### src/source/rv_params.svh
`ifndef RV_PARAMS_SVH
`define RV_PARAMS_SVH

//--------------------------------------------------------------------------
// Core dimensions
//--------------------------------------------------------------------------

// Data path and address width
`define RV_XLEN 32

// Architectural registers x0..x31
`define RV_REG_COUNT 32

// Register specifier width
`define RV_REG_AW 5

// First fetch address after reset
`define RV_RESET_PC 32'h0000_0000

`endif
### src/source/rv_pkg.sv
package rv_pkg;

  // Major opcode field, instr[6:0]
  typedef enum logic [6:0] {
    OPC_OP     = 7'b0110011,
    OPC_OP_IMM = 7'b0010011,
    OPC_LUI    = 7'b0110111,
    OPC_AUIPC  = 7'b0010111,
    OPC_LOAD   = 7'b0000011,
    OPC_STORE  = 7'b0100011,
    OPC_BRANCH = 7'b1100011,
    OPC_JAL    = 7'b1101111,
    OPC_JALR   = 7'b1100111,
    OPC_SYSTEM = 7'b1110011
  } opcode_e;

  // ALU functions
  typedef enum logic [3:0] {
    ALU_ADD  = 4'd0,
    ALU_SUB  = 4'd1,
    ALU_SLL  = 4'd2,
    ALU_SLT  = 4'd3,
    ALU_SLTU = 4'd4,
    ALU_XOR  = 4'd5,
    ALU_SRL  = 4'd6,
    ALU_SRA  = 4'd7,
    ALU_OR   = 4'd8,
    ALU_AND  = 4'd9
  } alu_op_e;

  // First ALU operand
  typedef enum logic [1:0] {ALU_A_RS1, ALU_A_ZERO, ALU_A_PC} alu_a_src_e;

  // Immediate encodings
  typedef enum logic [2:0] {IMM_I, IMM_S, IMM_B, IMM_U, IMM_J} imm_type_e;

  // Write-back source
  typedef enum logic [1:0] {RES_ALU, RES_MEM, RES_PC_PLUS4} res_src_e;

endpackage

### src/source/rv_core.sv
`timescale 1ns/1ps

`include "rv_params.svh"

module rv_core (
  input  logic                clk,
  input  logic                rst,

  // Instruction fetch, combinational read
  output logic [`RV_XLEN-1:0] imem_raddr,
  input  logic [31:0]         imem_rdata,

  // Data memory
  output logic [`RV_XLEN-1:0] dmem_addr,
  output logic                dmem_ren,
  input  logic [`RV_XLEN-1:0] dmem_rdata,
  output logic                dmem_we,
  output logic [`RV_XLEN-1:0] dmem_wdata,

  output logic                ebreak
);
  import rv_pkg::*;

  logic [`RV_XLEN-1:0]  pc;
  logic [`RV_XLEN-1:0]  pc_plus4;
  logic [`RV_XLEN-1:0]  pc_next;

  // Decode outputs
  logic [`RV_REG_AW-1:0] rs1;
  logic [`RV_REG_AW-1:0] rs2;
  logic [`RV_REG_AW-1:0] rd;
  logic                  reg_write;
  logic                  mem_read;
  logic                  mem_write;
  logic                  is_branch;
  logic                  is_jump;
  logic                  is_jalr;
  logic                  is_ebreak;
  logic                  alu_b_imm;
  alu_a_src_e            alu_a_src;
  alu_op_e               alu_op;
  res_src_e              res_src;
  logic [2:0]            funct3;
  logic [`RV_XLEN-1:0]   imm;

  // Register file and execute
  logic [`RV_XLEN-1:0]   rs1_data;
  logic [`RV_XLEN-1:0]   rs2_data;
  logic [`RV_XLEN-1:0]   alu_result;
  logic [`RV_XLEN-1:0]   jb_target;
  logic                  branch_taken;
  logic [`RV_XLEN-1:0]   rd_data;

  //--------------------------------------------------------------------------
  // Fetch
  //--------------------------------------------------------------------------
  assign imem_raddr = pc;
  assign pc_plus4   = pc + `RV_XLEN'(4);

  // Redirect on jumps and taken branches
  // EBREAK parks the PC until reset
  always_comb begin
    if (is_ebreak) begin
      pc_next = pc;
    end else if (is_jump || (is_branch && branch_taken)) begin
      pc_next = jb_target;
    end else begin
      pc_next = pc_plus4;
    end
  end

  always_ff @(posedge clk) begin
    if (rst) begin
      pc <= `RV_RESET_PC;
    end else begin
      pc <= pc_next;
    end
  end

  //--------------------------------------------------------------------------
  // Decode, register read, execute
  //--------------------------------------------------------------------------
  rv_decode i_rv_decode (
    .instr     (imem_rdata),
    .rst       (rst),
    .rs1       (rs1),
    .rs2       (rs2),
    .rd        (rd),
    .reg_write (reg_write),
    .mem_read  (mem_read),
    .mem_write (mem_write),
    .is_branch (is_branch),
    .is_jump   (is_jump),
    .is_jalr   (is_jalr),
    .is_ebreak (is_ebreak),
    .alu_b_imm (alu_b_imm),
    .alu_a_src (alu_a_src),
    .alu_op    (alu_op),
    .res_src   (res_src),
    .funct3    (funct3),
    .imm       (imm)
  );

  rv_regfile i_rv_regfile (
    .clk      (clk),
    .rst      (rst),
    .rs1_addr (rs1),
    .rs2_addr (rs2),
    .rd_en    (reg_write),
    .rd_addr  (rd),
    .rd_data  (rd_data),
    .rs1_data (rs1_data),
    .rs2_data (rs2_data)
  );

  rv_execute i_rv_execute (
    .rs1_data     (rs1_data),
    .rs2_data     (rs2_data),
    .pc           (pc),
    .imm          (imm),
    .alu_a_src    (alu_a_src),
    .alu_b_imm    (alu_b_imm),
    .alu_op       (alu_op),
    .funct3       (funct3),
    .is_jalr      (is_jalr),
    .alu_result   (alu_result),
    .jb_target    (jb_target),
    .branch_taken (branch_taken)
  );

  //--------------------------------------------------------------------------
  // Memory access and write-back
  //--------------------------------------------------------------------------
  // Word access only, address straight from the ALU
  assign dmem_addr  = alu_result;
  assign dmem_ren   = mem_read;
  assign dmem_we    = mem_write;
  assign dmem_wdata = rs2_data;

  always_comb begin
    case (res_src)
      RES_MEM:      rd_data = dmem_rdata;
      RES_PC_PLUS4: rd_data = pc_plus4;
      default:      rd_data = alu_result;
    endcase
  end

  // Stays high while halted since the PC holds on EBREAK
  assign ebreak = is_ebreak;

endmodule

### src/source/rv_execute.sv
`timescale 1ns/1ps

`include "rv_params.svh"

module rv_execute (
  input  logic [`RV_XLEN-1:0] rs1_data,
  input  logic [`RV_XLEN-1:0] rs2_data,
  input  logic [`RV_XLEN-1:0] pc,
  input  logic [`RV_XLEN-1:0] imm,
  input  rv_pkg::alu_a_src_e  alu_a_src,
  input  logic                alu_b_imm,
  input  rv_pkg::alu_op_e     alu_op,
  input  logic [2:0]          funct3,
  input  logic                is_jalr,
  output logic [`RV_XLEN-1:0] alu_result,
  output logic [`RV_XLEN-1:0] jb_target,
  output logic                branch_taken
);
  import rv_pkg::*;

  logic [`RV_XLEN-1:0] alu_a;
  logic [`RV_XLEN-1:0] alu_b;
  logic [4:0]          shamt;

  //--------------------------------------------------------------------------
  // Operand select
  //--------------------------------------------------------------------------
  always_comb begin
    case (alu_a_src)
      ALU_A_ZERO: alu_a = '0;
      ALU_A_PC:   alu_a = pc;
      default:    alu_a = rs1_data;
    endcase
  end

  assign alu_b = alu_b_imm ? imm : rs2_data;
  assign shamt = alu_b[4:0];

  //--------------------------------------------------------------------------
  // ALU
  //--------------------------------------------------------------------------
  always_comb begin
    case (alu_op)
      ALU_SUB:  alu_result = alu_a - alu_b;
      ALU_SLL:  alu_result = alu_a << shamt;
      ALU_SLT:  alu_result = {{(`RV_XLEN-1){1'b0}}, $signed(alu_a) < $signed(alu_b)};
      ALU_SLTU: alu_result = {{(`RV_XLEN-1){1'b0}}, alu_a < alu_b};
      ALU_XOR:  alu_result = alu_a ^ alu_b;
      ALU_SRL:  alu_result = alu_a >> shamt;
      ALU_SRA:  alu_result = $unsigned($signed(alu_a) >>> shamt);
      ALU_OR:   alu_result = alu_a | alu_b;
      ALU_AND:  alu_result = alu_a & alu_b;
      default:  alu_result = alu_a + alu_b;
    endcase
  end

  //--------------------------------------------------------------------------
  // Branch compare on raw register values
  //--------------------------------------------------------------------------
  always_comb begin
    case (funct3)
      3'b000:  branch_taken = (rs1_data == rs2_data);
      3'b001:  branch_taken = (rs1_data != rs2_data);
      3'b100:  branch_taken = ($signed(rs1_data) < $signed(rs2_data));
      3'b101:  branch_taken = ($signed(rs1_data) >= $signed(rs2_data));
      3'b110:  branch_taken = (rs1_data < rs2_data);
      3'b111:  branch_taken = (rs1_data >= rs2_data);
      // Reserved encodings never branch
      default: branch_taken = 1'b0;
    endcase
  end

  // JALR target is rs1 + imm with bit 0 dropped
  // JAL and branches are PC relative
  assign jb_target = is_jalr ? {alu_result[`RV_XLEN-1:1], 1'b0} : pc + imm;

endmodule

### src/source/rv_regfile.sv
`timescale 1ns/1ps

`include "rv_params.svh"

module rv_regfile (
  input  logic                  clk,
  input  logic                  rst,
  input  logic [`RV_REG_AW-1:0] rs1_addr,
  input  logic [`RV_REG_AW-1:0] rs2_addr,
  input  logic                  rd_en,
  input  logic [`RV_REG_AW-1:0] rd_addr,
  input  logic [`RV_XLEN-1:0]   rd_data,
  output logic [`RV_XLEN-1:0]   rs1_data,
  output logic [`RV_XLEN-1:0]   rs2_data
);

  logic [`RV_XLEN-1:0] regs [`RV_REG_COUNT];

  // Single write port, x0 never written
  always_ff @(posedge clk) begin
    if (rst) begin
      for (int i = 0; i < `RV_REG_COUNT; i++) begin
        regs[i] <= '0;
      end
    end else if (rd_en && (rd_addr != '0)) begin
      regs[rd_addr] <= rd_data;
    end
  end

  // Combinational reads
  // x0 hardwired to zero
  assign rs1_data = (rs1_addr == '0) ? '0 : regs[rs1_addr];
  assign rs2_data = (rs2_addr == '0) ? '0 : regs[rs2_addr];

endmodule

### src/source/rv_decode.sv
`timescale 1ns/1ps

`include "rv_params.svh"

module rv_decode (
  input  logic [31:0]            instr,
  input  logic                   rst,
  output logic [`RV_REG_AW-1:0]  rs1,
  output logic [`RV_REG_AW-1:0]  rs2,
  output logic [`RV_REG_AW-1:0]  rd,
  output logic                   reg_write,
  output logic                   mem_read,
  output logic                   mem_write,
  output logic                   is_branch,
  output logic                   is_jump,
  output logic                   is_jalr,
  output logic                   is_ebreak,
  output logic                   alu_b_imm,
  output rv_pkg::alu_a_src_e     alu_a_src,
  output rv_pkg::alu_op_e        alu_op,
  output rv_pkg::res_src_e       res_src,
  output logic [2:0]             funct3,
  output logic [`RV_XLEN-1:0]    imm
);
  import rv_pkg::*;

  // Only SYSTEM encoding acted on
  localparam logic [31:0] I_EBREAK = 32'h0010_0073;

  opcode_e             opcode;
  imm_type_e           imm_type;
  alu_op_e             func_op;
  logic                funct7_b5;
  logic [`RV_XLEN-1:0] imm_i;
  logic [`RV_XLEN-1:0] imm_s;
  logic [`RV_XLEN-1:0] imm_b;
  logic [`RV_XLEN-1:0] imm_u;
  logic [`RV_XLEN-1:0] imm_j;

  // Fixed instruction fields
  assign opcode    = opcode_e'(instr[6:0]);
  assign rd        = instr[11:7];
  assign funct3    = instr[14:12];
  assign rs1       = instr[19:15];
  assign rs2       = instr[24:20];
  assign funct7_b5 = instr[30];

  //--------------------------------------------------------------------------
  // ALU function from funct3 / funct7
  //--------------------------------------------------------------------------
  always_comb begin
    case (funct3)
      // SUB exists only in register-register form
      3'b000:  func_op = (opcode == OPC_OP && funct7_b5) ? ALU_SUB : ALU_ADD;
      3'b001:  func_op = ALU_SLL;
      3'b010:  func_op = ALU_SLT;
      3'b011:  func_op = ALU_SLTU;
      3'b100:  func_op = ALU_XOR;
      // SRAI shares the funct7 bit with SRA
      3'b101:  func_op = funct7_b5 ? ALU_SRA : ALU_SRL;
      3'b110:  func_op = ALU_OR;
      default: func_op = ALU_AND;
    endcase
  end

  //--------------------------------------------------------------------------
  // Control decode
  //--------------------------------------------------------------------------
  always_comb begin
    // No-op defaults, also used for unknown opcodes
    reg_write = 1'b0;
    mem_read  = 1'b0;
    mem_write = 1'b0;
    is_branch = 1'b0;
    is_jump   = 1'b0;
    is_jalr   = 1'b0;
    is_ebreak = 1'b0;
    alu_b_imm = 1'b0;
    alu_a_src = ALU_A_RS1;
    alu_op    = ALU_ADD;
    res_src   = RES_ALU;
    imm_type  = IMM_I;

    case (opcode)
      OPC_OP: begin
        reg_write = 1'b1;
        alu_op    = func_op;
      end
      OPC_OP_IMM: begin
        reg_write = 1'b1;
        alu_b_imm = 1'b1;
        alu_op    = func_op;
      end
      OPC_LUI: begin
        reg_write = 1'b1;
        alu_a_src = ALU_A_ZERO;
        alu_b_imm = 1'b1;
        imm_type  = IMM_U;
      end
      OPC_AUIPC: begin
        reg_write = 1'b1;
        alu_a_src = ALU_A_PC;
        alu_b_imm = 1'b1;
        imm_type  = IMM_U;
      end
      OPC_LOAD: begin
        reg_write = 1'b1;
        mem_read  = 1'b1;
        alu_b_imm = 1'b1;
        res_src   = RES_MEM;
      end
      OPC_STORE: begin
        mem_write = 1'b1;
        alu_b_imm = 1'b1;
        imm_type  = IMM_S;
      end
      OPC_BRANCH: begin
        is_branch = 1'b1;
        imm_type  = IMM_B;
      end
      OPC_JAL: begin
        reg_write = 1'b1;
        is_jump   = 1'b1;
        res_src   = RES_PC_PLUS4;
        imm_type  = IMM_J;
      end
      OPC_JALR: begin
        reg_write = 1'b1;
        is_jump   = 1'b1;
        is_jalr   = 1'b1;
        alu_b_imm = 1'b1;
        res_src   = RES_PC_PLUS4;
      end
      // ECALL and CSR ops fall through as no-ops
      OPC_SYSTEM: is_ebreak = (instr == I_EBREAK);
      default: ;
    endcase

    // Nothing commits while in reset
    if (rst) begin
      reg_write = 1'b0;
      mem_read  = 1'b0;
      mem_write = 1'b0;
      is_ebreak = 1'b0;
    end
  end

  //--------------------------------------------------------------------------
  // Immediates
  //--------------------------------------------------------------------------
  assign imm_i = {{(`RV_XLEN-12){instr[31]}}, instr[31:20]};
  assign imm_s = {{(`RV_XLEN-12){instr[31]}}, instr[31:25], instr[11:7]};
  assign imm_b = {{(`RV_XLEN-13){instr[31]}}, instr[31], instr[7], instr[30:25],
                  instr[11:8], 1'b0};
  assign imm_u = {instr[31:12], 12'b0};
  assign imm_j = {{(`RV_XLEN-21){instr[31]}}, instr[31], instr[19:12], instr[20],
                  instr[30:21], 1'b0};

  always_comb begin
    case (imm_type)
      IMM_S:   imm = imm_s;
      IMM_B:   imm = imm_b;
      IMM_U:   imm = imm_u;
      IMM_J:   imm = imm_j;
      default: imm = imm_i;
    endcase
  end

endmodule

### config.mk
export PLATFORM = sky130hd
export DESIGN_NAME = rv_core
export DESIGN_NICKNAME = d
export VERILOG_FILES = /design/src/source/rv_pkg.sv /design/src/source/rv_core.sv /design/src/source/rv_execute.sv /design/src/source/rv_regfile.sv /design/src/source/rv_decode.sv
export VERILOG_INCLUDE_DIRS = /design/src /design/src/source
export SDC_FILE = /design/constraint.sdc
export NUM_CORES = 2
export LEC_CHECK = 0
export BUFFER_PORTS_ARGS = -buffer_cell sky130_fd_sc_hd__buf_2
export CAP_MARGIN = 20
export CORE_MARGIN = 4
export CORE_UTILIZATION = 38
export DETAILED_ROUTE_END_ITERATION = 10
export PLACE_DENSITY_LB_ADDON = 0.3
export REMOVE_ABC_BUFFERS = 1
export SYNTH_ARGS = -nofsm -noshare
export SYNTH_HDL_FRONTEND = slang
export SYNTH_HIERARCHICAL = 1
export SYNTH_SLANG_ARGS = --single-unit
### constraint.sdc
create_clock -name clk -period 11 [get_ports clk]
set_input_delay 2.75 -clock clk [delete_from_list [all_inputs] [get_ports clk]]
set_output_delay 2.75 -clock clk [all_outputs]
set_load 0.1 [all_outputs]
==> run metrics <==
status=finished clean; critical path class=input pin to output port; P per Cell Area=between 150 and 200 mW/mm^2; # clock sinks=1056; Synth top area share=0.436; number of flops mapped to enable cells by yosys=roughly 1000; hold crit path type=register to register; dominant cells by area after synthesis=edfxtp_1, mux4_2, and2_1, ha_1, mux2i_1; critical path required time=approximately 8300 ps; largest area contributor in the netlist=edfxtp_1; CTS buffer count=112; largest family of logic cells by synthesized area=multiplexers; FMAX=approximately 91 MHz; post-route clock skew=about 38 ps; CP endpoint kind=output port; Synth Area in Simple Gates=0.155; asr flop ratio synth=0; Leak Pwr=about 32 nW; vias in the first global route=about 55000; crit path time final=between 10000 and 15000 ps; via/cell ratio=approximately 6.3; final period utilization=0.995; Tot GR Track Use=0.297; Starting Density=0.384; xor/xnor share of the synthesized area=0.00794; DRC Markers=0; CTS H-tree depth=3; Clock Tree Buf Depth=3; CTS clk-pin slew, worst paths=70 ps; largest net degree at the start of global routing=61; Final Instance Count excl. Fillers=~9000; complex-gate fraction of the synthesized area=0.111; Die Y=roughly 440 um; DRT Pass-1 Iters=6; Final Max Slew Viols=0; WL final=295 mm; grt ovf=0; vias=approximately 57000; layout net count=roughly 6700; Root Buffer=clkbuf_16; Primary FF master, synth=edfxtp_1; synth unique cells=approximately 120; IO Port Bufs=about 160; Final Core Density=0.458; Mapped Cells=roughly 5900; count leader, synth=edfxtp_1; dpl cells=8800; startpoint type of the worst setup path=input pin; Post-Syn Area per Cell=between 10 and 15 um^2; I/O pin total=around 170; Max-cap violations=0; CTS tree=built; cell row count=157; Yosys reg bits=between 1000 and 1500; latest clock arrival within the worst-skew pair=approximately 740 ps; DRT iter0 DRCs=a little over 7000; mapped cell area=0.0706 mm^2; synth-to-layout area growth=19.2%; die width=~440 um; Hold Vio Cnt, Final=0; TNS Setup=0 ps; sequential area share after synthesis=0.445; initial antenna violation count=15; Avg WL per Cell=approximately 33 um; Die ar.=0.193 mm^2; Slew @ Worst Pin=1140 ps; adder-cell area share of the yosys netlist=0.0299; Worst Path Max Fanout=14; Worst VDD drop=0.170 mV; Hold-fix buffers, CTS=0; Routability Congestion=about 0.99; antenna-violating nets left=0; yosys warns=6; core footprint=0.184 mm^2; share of cells above drive strength 1=0.306; post-synthesis mux area share=0.204; Final Setup Violations=0; Synth top cells by count=edfxtp_1, and2_1, mux4_2; Arr. time, crit path=a little over 8000 ps; first-pass GRT wire length=between 400 and 500 mm; Detail Placement HPWL=210 mm; normalized max-slew margin=0.238
worst max-delay path, cell delays in order:
cell and delay [ps]:
buf_2 490, buf_4 430, mux4_2 340, o22ai_1 110
buf_4 170, nor3_1 610, a22o_1 320, ha_1 280
buf_4 170, a21oi_1 110, o21ai_0 160, a221o_1 420
a21oi_4 230, o21ai_0 170, buf_4 170, a21o_1 160
a21oi_1 170, mux2i_1 320, nand4b_1 200, buf_4 200
buf_12 160
metrics by stage:
| step | power [mW] | cell area [um^2] | worst slack, ps | hold WS (ps) |
|---|---|---|---|---|
| after floorplan | 6.95 | 68000 | -8320 | 978 |
| after global placement | 9.34 | 79600 | -729 | 616 |
| after detailed placement | 9.36 | 79700 | -671 | 634 |
| after CTS | 13.3 | 83600 | -1.28 | 647 |
| after global routing | 13.8 | 84100 | -69.4 | 683 |
| final | 13.4 | 84100 | 51.5 | 641 |
cells by family (layout without fill, tap and decap cells):
group / Yosys count / after routing
AO/OA/AOI/OAI: 1113 / 1113
XOR/XNOR: 64 / 64
adder cells (fa/ha/maj): 167 / 167
buffers and inverters: 749 / 1407
flip-flops: 1056 / 1056
multiplexers: 772 / 772
other: 1 / 47
AND/OR/NAND/NOR: 1954 / 1954
routing by layer:
metal,part of all wire,track usage,vias to the layer above
li1,-,-,23700
met1,0.37,0.372,28600
met5,0.00019,0,-
met3,0.10,0.0568,777
met4,0.066,0.167,8
met2,0.47,0.484,3553
registers in the layout, summed over array words and instances, names as in the netlist:
register and flops:
imem_raddr 32, i_rv_regfile/regs 1024
cells in the final DEF (no fill, tap or decap), types with 128 or more instances in the layout:
cell type / count
and2_1: 1018
o21ai_0: 152
mux4_2: 515
mux2i_1: 188
inv_1: 165
buf_2: 128
buf_4: 794
ha_1: 161
edfxtp_1: 1024
nand2_1: 277
a21oi_1: 197
nor2_1: 216
final cells by class:
cell class | instances | area, um^2
antenna | 15 | 37.5
clock buffer | 135 | 2930
clock inverter | 74 | 757
fill | 16700 | 99700
inverter | 177 | 667
multi-input combinational | 4102 | 36800
sequential | 1056 | 31400
tap | 2464 | 3080
timing repair buffer | 1021 | 8430
power by group:
group	total, mW	switching [mW]	internal (mW)	leakage, nW
clock	3.89	1.65	2.24	1.81
combinational	4.85	3.11	1.74	19.6
sequential	4.62	0.0806	4.54	10.8
total	13.4	4.84	8.53	32.2
path summary, 6_finish.rpt:
kind	startpoint	end	slack [ps]	cells after the start
min	imem_raddr[28]	imem_raddr[28]	640	2
min reg2reg	imem_raddr[28]	imem_raddr[28]	640	2
max	imem_rdata[18]	dmem_addr[24]	50	21
max reg2reg	i_rv_regfile/regs[31][25]	imem_raddr[18]	4510	20
what timing repair did:
action                     4_1_cts  5_1_grt
pin swaps                        5        7
buffers inserted                 6       12
cloned                           0        1
gates resized for setup         48       72
setup endpoints to repair       19       23
No activity file was read; power rests on OpenSTA's default activity.
